File: config.mk
export PLATFORM = sky130hd
export DESIGN_NAME = edm_pulse_top
export DESIGN_NICKNAME = d
export VERILOG_FILES = /design/src/design/edm_pkg.sv /design/src/design/pulse_param_if.sv /design/src/design/param_latch.sv /design/src/design/param_sync.sv /design/src/design/pulse_timer.sv /design/src/design/current_profile.sv /design/src/design/pulse_driver.sv /design/src/design/edm_pulse_top.sv
export VERILOG_INCLUDE_DIRS = /design/src /design/src/design
export SDC_FILE = /design/constraint.sdc
export NUM_CORES = 1
export LEC_CHECK = 0
export BUFFER_PORTS_ARGS = -buffer_cell sky130_fd_sc_hd__buf_2
export CORE_UTILIZATION = 50
export CTS_BUF_LIST = sky130_fd_sc_hd__clkbuf_16
export DETAILED_ROUTE_END_ITERATION = 8
export GPL_TIMING_DRIVEN = 0
export PLACE_DENSITY = 0.74
export SYNTH_ARGS = -nofsm -noshare
export SYNTH_HDL_FRONTEND = slang
export SYNTH_SLANG_ARGS = --single-unit
File: constraint.sdc
create_clock -name clk -period 4.7 [get_ports clk]
set_input_delay 0.705 -clock clk [delete_from_list [all_inputs] [get_ports clk]]
set_output_delay 0.705 -clock clk [all_outputs]
set_load 0.02 [all_outputs]
File: src/design/edm_consts.svh
`ifndef EDM_CONSTS_SVH
`define EDM_CONSTS_SVH

// width of every pulse parameter word
`define PARAM_W 16

// ack synchronizer depth
`define SYNC_STAGES 3

// peak current clamp in current command units
`define IP_MAX 16'd4000

`endif

File: src/design/edm_pkg.sv
package edm_pkg;

    // waveform code taken from the low 2 bits of the host waveform word
    typedef enum logic [1:0]
    {
        WAVE_RECT      = 2'd0, // step equals target
        WAVE_RAMP_FAST = 2'd1, // step is target / 4
        WAVE_RAMP_SLOW = 2'd2, // step is target / 16
        WAVE_RSVD      = 2'd3  // handled as rectangular
    } waveform_e;

    // discharge timer phase
    typedef enum logic [1:0]
    {
        PH_IDLE = 2'd0,
        PH_ON   = 2'd1,
        PH_OFF  = 2'd2
    } phase_e;

endpackage

File: src/design/pulse_param_if.sv
`timescale 1ns/1ps
`include "edm_consts.svh"

interface pulse_param_if import edm_pkg::*; ();

    logic                run;      // machine running
    logic [`PARAM_W-1:0] ton;      // on time in clk cycles
    logic [`PARAM_W-1:0] toff;     // off time in clk cycles
    logic [`PARAM_W-1:0] ip;       // requested peak current
    waveform_e           waveform;

    modport src
    (
        output run, ton, toff, ip, waveform
    );

    modport snk
    (
        input run, ton, toff, ip, waveform
    );

endinterface

File: src/design/param_latch.sv
`timescale 1ns/1ps
`include "edm_consts.svh"

module param_latch
#(
    parameter type T = logic [`PARAM_W-1:0]
)
(
    input  logic clk,
    input  logic rst_n,
    input  logic ack,
    input  T     data_async,
    output T     data
);

    logic [`SYNC_STAGES-1:0] ack_sync;

    always_ff @(posedge clk or negedge rst_n)
    begin
        if (!rst_n)
            ack_sync <= '0;
        else
            ack_sync <= {ack_sync[`SYNC_STAGES-2:0], ack};
    end

    // host keeps the word stable while ack is high
    always_ff @(posedge clk or negedge rst_n)
    begin
        if (!rst_n)
            data <= T'(0);
        else if (ack_sync[`SYNC_STAGES-1])
            data <= data_async;
    end

endmodule

File: src/design/param_sync.sv
`timescale 1ns/1ps
`include "edm_consts.svh"

module param_sync import edm_pkg::*;
(
    input  logic                clk,
    input  logic                rst_n,
    input  logic                start_ack,
    input  logic                stop_ack,
    input  logic                ton_ack,
    input  logic                toff_ack,
    input  logic                ip_ack,
    input  logic                wave_ack,
    input  logic [`PARAM_W-1:0] ton_async,
    input  logic [`PARAM_W-1:0] toff_async,
    input  logic [`PARAM_W-1:0] ip_async,
    input  logic [`PARAM_W-1:0] wave_async,
    pulse_param_if.src          prm
);

    logic [`SYNC_STAGES-1:0] start_sync;
    logic [`SYNC_STAGES-1:0] stop_sync;
    logic                    run;
    waveform_e               wave_code;

    always_ff @(posedge clk or negedge rst_n)
    begin
        if (!rst_n)
        begin
            start_sync <= '0;
            stop_sync  <= '0;
        end
        else
        begin
            start_sync <= {start_sync[`SYNC_STAGES-2:0], start_ack};
            stop_sync  <= {stop_sync[`SYNC_STAGES-2:0], stop_ack};
        end
    end

    always_ff @(posedge clk or negedge rst_n)
    begin
        if (!rst_n)
            run <= 1'b0;
        else if (start_sync[`SYNC_STAGES-1]) // start wins over stop
            run <= 1'b1;
        else if (stop_sync[`SYNC_STAGES-1])
            run <= 1'b0;
    end

    assign prm.run   = run;
    assign wave_code = waveform_e'(wave_async[1:0]); // upper bits ignored

    param_latch u_ton  (.clk, .rst_n, .ack(ton_ack),  .data_async(ton_async),  .data(prm.ton));
    param_latch u_toff (.clk, .rst_n, .ack(toff_ack), .data_async(toff_async), .data(prm.toff));
    param_latch u_ip   (.clk, .rst_n, .ack(ip_ack),   .data_async(ip_async),   .data(prm.ip));

    param_latch #(.T(waveform_e)) u_wave
    (
        .clk        (clk),
        .rst_n      (rst_n),
        .ack        (wave_ack),
        .data_async (wave_code),
        .data       (prm.waveform)
    );

endmodule

File: src/design/pulse_timer.sv
`timescale 1ns/1ps
`include "edm_consts.svh"

module pulse_timer import edm_pkg::*;
(
    input  logic       clk,
    input  logic       rst_n,
    pulse_param_if.snk prm,
    output logic       gate
);

    phase_e              state;
    logic [`PARAM_W-1:0] cnt;

    // phase length minus one where a zero width counts as one cycle
    function automatic logic [`PARAM_W-1:0] len_m1(input logic [`PARAM_W-1:0] v);
        return (v == '0) ? '0 : v - 1'b1;
    endfunction

    always_ff @(posedge clk or negedge rst_n)
    begin
        if (!rst_n)
        begin
            state <= PH_IDLE;
            cnt   <= '0;
            gate  <= 1'b0;
        end
        else if (!prm.run)
        begin
            state <= PH_IDLE;
            cnt   <= '0;
            gate  <= 1'b0;
        end
        else
        begin
            case (state)
                PH_IDLE, PH_OFF:
                begin
                    if (state == PH_IDLE || cnt == '0)
                    begin
                        state <= PH_ON;
                        cnt   <= len_m1(prm.ton); // ton sampled on entry
                        gate  <= 1'b1;
                    end
                    else
                        cnt <= cnt - 1'b1;
                end
                PH_ON:
                begin
                    if (cnt == '0)
                    begin
                        state <= PH_OFF;
                        cnt   <= len_m1(prm.toff);
                        gate  <= 1'b0;
                    end
                    else
                        cnt <= cnt - 1'b1;
                end
                default:
                begin
                    state <= PH_IDLE;
                    gate  <= 1'b0;
                end
            endcase
        end
    end

    a_gate_on_only: assert property (@(posedge clk) disable iff (!rst_n)
        gate |-> state == PH_ON);

endmodule

File: src/design/current_profile.sv
`timescale 1ns/1ps
`include "edm_consts.svh"

module current_profile import edm_pkg::*;
(
    input  logic                clk,
    input  logic                rst_n,
    pulse_param_if.snk          prm,
    output logic [`PARAM_W-1:0] target,
    output logic [`PARAM_W-1:0] step
);

    logic [`PARAM_W-1:0] target_c;
    logic [`PARAM_W-1:0] step_c;

    always_comb
    begin
        target_c = (prm.ip > `IP_MAX) ? `IP_MAX : prm.ip;
        case (prm.waveform)
            WAVE_RAMP_FAST: step_c = target_c >> 2;
            WAVE_RAMP_SLOW: step_c = target_c >> 4;
            default:        step_c = target_c; // rect and reserved
        endcase
        if (target_c != '0 && step_c == '0)
            step_c = 'd1; // small targets still ramp up
    end

    always_ff @(posedge clk or negedge rst_n)
    begin
        if (!rst_n)
        begin
            target <= '0;
            step   <= '0;
        end
        else
        begin
            target <= target_c;
            step   <= step_c;
        end
    end

    a_target_clamped: assert property (@(posedge clk) disable iff (!rst_n)
        target <= `IP_MAX);

endmodule

File: src/design/pulse_driver.sv
`timescale 1ns/1ps
`include "edm_consts.svh"

module pulse_driver
(
    input  logic                clk,
    input  logic                rst_n,
    input  logic                gate,
    input  logic [`PARAM_W-1:0] target,
    input  logic [`PARAM_W-1:0] step,
    output logic                gate_out,
    output logic [`PARAM_W-1:0] current_cmd,
    output logic [`PARAM_W-1:0] pulse_count
);

    logic [`PARAM_W:0]   ramp_sum;
    logic [`PARAM_W-1:0] cmd_next;

    always_comb
    begin
        ramp_sum = {1'b0, current_cmd} + {1'b0, step};
        if (!gate)
            cmd_next = '0;
        else if (ramp_sum > {1'b0, target})
            cmd_next = target; // saturate
        else
            cmd_next = ramp_sum[`PARAM_W-1:0];
    end

    always_ff @(posedge clk or negedge rst_n)
    begin
        if (!rst_n)
        begin
            gate_out    <= 1'b0;
            current_cmd <= '0;
            pulse_count <= '0;
        end
        else
        begin
            gate_out    <= gate;
            current_cmd <= cmd_next;
            if (gate && !gate_out) // gate_out is last cycle's gate
                pulse_count <= pulse_count + 1'b1;
        end
    end

    a_cmd_le_target: assert property (@(posedge clk) disable iff (!rst_n)
        $stable(target) |-> current_cmd <= target);

    a_cmd_off_gap: assert property (@(posedge clk) disable iff (!rst_n)
        $fell(gate_out) |-> current_cmd == '0);

endmodule

File: src/design/edm_pulse_top.sv
`timescale 1ns/1ps
`include "edm_consts.svh"

module edm_pulse_top
(
    input  logic                clk,
    input  logic                rst_n,
    input  logic                start_ack,
    input  logic                stop_ack,
    input  logic                ton_ack,
    input  logic                toff_ack,
    input  logic                ip_ack,
    input  logic                wave_ack,
    input  logic [`PARAM_W-1:0] ton_async,
    input  logic [`PARAM_W-1:0] toff_async,
    input  logic [`PARAM_W-1:0] ip_async,
    input  logic [`PARAM_W-1:0] wave_async,
    output logic                running,
    output logic                gate_out,
    output logic [`PARAM_W-1:0] current_cmd,
    output logic [`PARAM_W-1:0] pulse_count
);

    pulse_param_if prm ();

    logic                gate;
    logic [`PARAM_W-1:0] target;
    logic [`PARAM_W-1:0] step;

    param_sync u_param_sync
    (
        .clk, .rst_n,
        .start_ack, .stop_ack, .ton_ack, .toff_ack, .ip_ack, .wave_ack,
        .ton_async, .toff_async, .ip_async, .wave_async,
        .prm        (prm.src)
    );

    pulse_timer u_pulse_timer (.clk, .rst_n, .prm(prm.snk), .gate);

    current_profile u_current_profile (.clk, .rst_n, .prm(prm.snk), .target, .step);

    pulse_driver u_pulse_driver
    (
        .clk, .rst_n, .gate, .target, .step,
        .gate_out, .current_cmd, .pulse_count
    );

    assign running = prm.run;

endmodule

After elaboration in Yosys (flattened, before gate mapping)
Cells that the tools add are included. W data, S select, Z words.

Register bits: 153. Output and inout bits: 34. Input bits: 72. Word-level logic and storage cells: 67.

Equal/unequal tests: 7. $add $sub $neg: 5. Order comparisons: 2. Mux-type cells: 21. Reductions and logical operators: 13.

Operator list (number): $mux W16 (9); $logic_not A16 Y1 (4); $pmux W16 S2 (2); $sub A16 B1 Y16 const B (3); $add A16 B16 Y17 (1); $gt A17 B16 Y1 (1); $add A16 B1 Y16 const B (1); $gt A16 B12 Y1 const B (1); $reduce_bool A16 Y1 (1); $mux W2 (3); $ne A3 B2 Y1 const B (2); $mux W1 (5); $eq A2 B1 Y1 const B (2); $eq A2 B2 Y1 const B (2); $pmux W2 S2 (1); $ne A3 B1 Y1 const B (1); $logic_and A1 B1 Y1 (2); $logic_not A2 Y1 (1); $pmux W1 S2 (1); $reduce_and A2 Y1 (1); $reduce_bool A2 Y1 (1); $reduce_or A2 Y1 (1); $logic_not A1 Y1 (1); $logic_or A1 B1 Y1 (1).

Depth between registers and ports, before layout
Depth after elaboration: 6. Mapped depth: 16. Gate-level depth less buffers: 15.

Modules after synthesis
From an unflattened synthesis, not the netlist that was laid out.

Cells, all modules: 828. Area, all modules: 8807.2 um^2.

By module, submodules not included: pulse_driver (cells each 298, times used 1, area an instance 2771.4 um^2, seq. area each 825.8 um^2); pulse_timer (cells each 297, times used 1, area an instance 2225.9 um^2, seq. area each 475.5 um^2); param_latch at u_param_sync.u_ip ... (cells each 37, times used 3, area an instance 724.4 um^2, seq. area each 475.5 um^2); current_profile (cells each 106, times used 1, area an instance 1302.5 um^2, seq. area each 800.8 um^2); param_sync (cells each 9, times used 1, area an instance 186.4 um^2, seq. area each 175.2 um^2); param_latch at u_param_sync.u_wave (cells each 7, times used 1, area an instance 147.6 um^2, seq. area each 125.1 um^2).

Worst setup path before layout
Ideal clock, no wire load.

Kind: reg2reg. Start point: register u_pulse_driver.current_cmd[0]. End point: register u_pulse_driver.current_cmd[15]. Data required time: 4.621 ns. Stages on the path, launching flop included: 17. Setup time: 0.079 ns. Buffers on the path: 1. Period minus slack after synthesis: 4.182 ns. Arrival time: 4.103 ns. Path slack: 0.518 ns. Cell sequence: dfrtp_1 ha_1 inv_1 fa_1 nor2b_1 o31a_1 o31a_1 o41ai_1 mux2_2 ha_1 nand4_1 or4_1 o22ai_1 a31oi_1 nor3_2 buf_4 mux2i_1.

Cells in the longest elaborated chain, start to end: 4.

Ends and longest elaborated chain: start, declared (line pulse_driver.sv:12) `` output logic [`PARAM_W-1:0] current_cmd, ``; start signal, assigned (line pulse_driver.sv:41) `current_cmd <= cmd_next;`; $add A16 B16 Y17 (*) (line pulse_driver.sv:21) `ramp_sum = {1'b0, current_cmd} + {1'b0, step};`; $gt A17 B16 Y1 (line pulse_driver.sv:24) `else if (ramp_sum > {1'b0, target})`; $mux W16 (*) (line pulse_driver.sv:24); $mux W16 (*) (line pulse_driver.sv:22) `if (!gate)`; net u_pulse_driver.cmd_next[15] (line pulse_driver.sv:17) `` logic [`PARAM_W-1:0] cmd_next; ``.

Mark *: on every way through the listed nets, which the timed path passes. The rest lies on a longest branch. A chain may end at the register's enable or synchronous reset.

Final worst setup path
Start point: register u_pulse_driver.current_cmd[0]. End point: register u_pulse_driver.current_cmd[6].

The elaborated chain is that of the path after synthesis.

==> qor.txt <==
Status: finished clean
Fin Clk Skew: 10.3 ps
Slowest cell delay on critical path: 560 ps
WP depth: 17
First-pass GRT wire length: 33,300 um
Ys async rst share: 100%
Final Cell Area: 9950 sq um
Tightest Hold Check Type: in -> async
Placed cell areas: 9290 sq um
Worst R2R Start: u_pulse_driver.current_cmd[0]$_DFF_PN0_
Syn. warnings: 0
Flops & latches, synth: 152
Clk_lat worst skew: 430 ps
Area leader, netlist: dfrtp_1
I/O pin total: 106
CP Launch Type: register
Initial antenna violation count: 0
MaxCap Viol Count: 0
FF-to-FF setup slack: 150 ps
Most common cell after layout, fill and taps aside: dfrtp_1
Worst Path Buf+Inv: 3
Reg2reg path depth: 17
Post-route setup TNS: 0 ps
CTS tree: yes
CP cell instances: ha_1, inv_1, fa_1, nor2b_1, o31a_1, o31a_1, o41ai_2, mux2_2, ha_1, nand4_1, or4_1, a31o_1, a31oi_1, nor3_2, buf_4, buf_4, a31o_1
Gate power share: 42.6%
GP Congestion: 0.937
WP data arrival: 4860 ps
WL final: 20,000 um
CTS root buffer: clkbuf_16
Vias in the first global route: 6,723
Final Cycle Share: 96.8%
Family with the most delay on the worst path: compound AO/OA/AOI/OAI gates
Pwr dens: 561 nW/um^2
Starting Density: 51.3%
Final hold slack: 269 ps
Final Slew Violations: 0
Die W: 132 um
Final setup violation count: 0
Minimum clock period: 4550 ps
Part of the power in registers: 31.5%
Area contributors post-synth: dfrtp_1 45%, mux2_2 6.1%, ha_1 6.0%
IO buf count: 91
Layout cell share with drive strength beyond 1: 21.2%
DR vias/cell: 5.76
Post-synth EDFFs: 0
Die height: 132 um
R2R Path End: u_pulse_driver.current_cmd[6]$_DFF_PN0_
Critical path startpoint: u_pulse_driver.current_cmd[0]$_DFF_PN0_
Clock buffer depth: 2
Ant diodes: 0
Top FF cell, synth: dfrtp_1
Commonest cells after routing, fill and taps aside: 152 x dfrtp_1, 97 x buf_2, 67 x nand2_1, 47 x nor2_1, 46 x mux2_2
CP endpoint kind: register
Post-synth cell types: 79
Slew Limit Headroom: 50.8%
Clock share of power: 25.9%
Mapped Cells: 835
Syn Area/Cell: 10.2 sq um
DP HPWL: 14,700 um
Row cnt: 47
Setup ws final: 152 ps
Crit Path Max Fanout: 6
DRC errors left: 0
Fmax: 0.220 GHz
Critical path class: reg -> reg
Core Area: 16,600 sq um
Top-area cell type share of the netlist area: 44.7%
DRT iter0 DRCs: 475
Final hold vios: 0
Drt pass-1 iters: 5
Mapped Area: 8500 sq um
WL/cell: 16.8 um
CP endpoint: u_pulse_driver.current_cmd[6]$_DFF_PN0_
Sw frac: 38.5%
Area grow syn2layout: 17.1%
Clk slew on worst S/H paths: 70 ps
All-Layer GR Usage: 24.1%
Via count: 6,854
Clock Sinks: 152
# H-tree levels: 4
Internal power: 3.44 mW
Die area: 17,500 sq um
Register area share after synthesis: 44.7%
NetSw: 2.15 mW
Maximum VDD drop: 0.343 mV
Slowest stage cell, crit path: or4_1
ANT nets after route: 0
Dpl ws: 60.5 ps
Nets: 1,071
Pin count of the biggest net entering global routing: 86
WP data required: 5010 ps
Total gr overflow: 0
Worst-Margin Slew: 731 ps
Hold_buf cts: 0
Num CTS Buffers: 17
P_leak: 4.45 nW
Utilization after layout: 60.0%
## per-layer routing
metal  track usage, %  vias to the layer above  share of wire (%)
li1                 -                     3310                  -
met1             33.6                     3267                 46
met2             35.7                      240                 44
met3             6.13                       37                7.0
met4             9.96                        0                2.4
met5                0                        -                  0
## cell families after synthesis
group | after synthesis | share of synthesized area [%]
and+or+nand+nor | 267 | 17.0
AOI/OAI and AO/OA | 182 | 14.8
DFF | 152 | 44.7
buffers and inverters | 71 | 3.31
xor gates and xnor gates | 60 | 6.18
muxes | 60 | 7.75
adders and majority gates | 42 | 6.27
other | 1 | 0.0441
## stage by stage
stage | cells | power (mW)
floorplan | 842 | 3.44
global placement | 1153 | 3.98
detailed placement | 1154 | 4.02
CTS | 1185 | 5.50
global route | 1189 | 5.93
finish | 1189 | 5.58
## power groups by stage
| stage | sequential (mW) | clock (mW) | combinational [mW] |
|---|---|---|---|
| finish | 1.76 | 1.45 | 2.38 |
| global route | 1.79 | 1.52 | 2.62 |
| CTS | 1.75 | 1.47 | 2.27 |
| detailed placement | 1.77 | 0 | 2.25 |
| global placement | 1.77 | 0 | 2.21 |
| floorplan | 1.81 | 0 | 1.62 |
## cell usage after synthesis (5+ instances only)
cell type / instances
a211oi_1: 7
a21o_1: 6
a21oi_1: 37
a221oi_1: 8
a22oi_1: 5
a311oi_1: 7
a31o_1: 6
a31oi_1: 10
and2_1: 8
and3_1: 7
buf_2: 6
clkbuf_1: 18
dfrtp_1: 152
ha_1: 41
inv_1: 41
mux2_2: 46
mux2i_1: 13
nand2_1: 67
nand2b_1: 7
nand3_1: 21
nand4_1: 17
nor2_1: 47
nor2b_1: 10
nor3_1: 26
nor4_1: 9
o211ai_1: 6
o21ai_0: 34
o22ai_1: 9
o31ai_1: 8
or3_1: 10
or4_1: 6
xnor2_1: 34
xor2_1: 26
## worst min path at each step
stage	startpoint	end	slack [ps]	cells past startpoint
6_report	rst_n	u_param_sync.u_ip.data[9]$_DFFE_PN0P_	270	1
5_1_grt	rst_n	u_param_sync.u_ip.data[6]$_DFFE_PN0P_	310	1
4_1_cts	rst_n	u_param_sync.u_ip.data[6]$_DFFE_PN0P_	280	1
3_5_place_dp	u_param_sync.u_ip.ack_sync[1]$_DFF_PN0_	u_param_sync.u_ip.ack_sync[2]$_DFF_PN0_	330	0
3_3_place_gp	u_param_sync.u_ip.ack_sync[0]$_DFF_PN0_	u_param_sync.u_ip.ack_sync[1]$_DFF_PN0_	330	0
2_1_floorplan	u_param_sync.start_sync[0]$_DFF_PN0_	u_param_sync.start_sync[1]$_DFF_PN0_	330	0
## final cells by class
class	instances	area, sq um
Fill cell	1430	6630
Multi-Input combinational cell	619	4450
Sequential cell	152	3800
Timing Repair Buffer	96	517
Clock buffer	17	425
Tap cell	220	275
Clock inverter	14	195
Inverter	43	161
Buffer	28	124
## state kept, by name, summed over array words and instances (netlist names), 16 cells and up
name,count
u_current_profile.step,16
u_current_profile.target,16
u_param_sync.u_ip.data,16
u_param_sync.u_toff.data,16
u_param_sync.u_ton.data,16
u_pulse_driver.current_cmd,16
u_pulse_driver.pulse_count,16
u_pulse_timer.cnt,16
## what timing repair did
action / in CTS / in global routing
setup endpoints to repair: 1 / 10
pin swaps: 1 / 1
setup buffers: 0 / 3
gates cloned: 0 / 1
gates resized for setup: 0 / 2
## worst reg2reg max path, cell delays in order, from the launching register on
cell and delay, ps:
dfrtp_1 400, ha_1 220, inv_1 70, fa_1 210, nor2b_1 80, o31a_1 320, o31a_1 320, o41ai_2 300
mux2_2 400, ha_1 310, nand4_1 140, or4_1 560, a31o_1 230, a31oi_1 300, nor3_2 100, buf_4 160
buf_4 120, a31o_1 220
(Power assumes the default switching activity.)
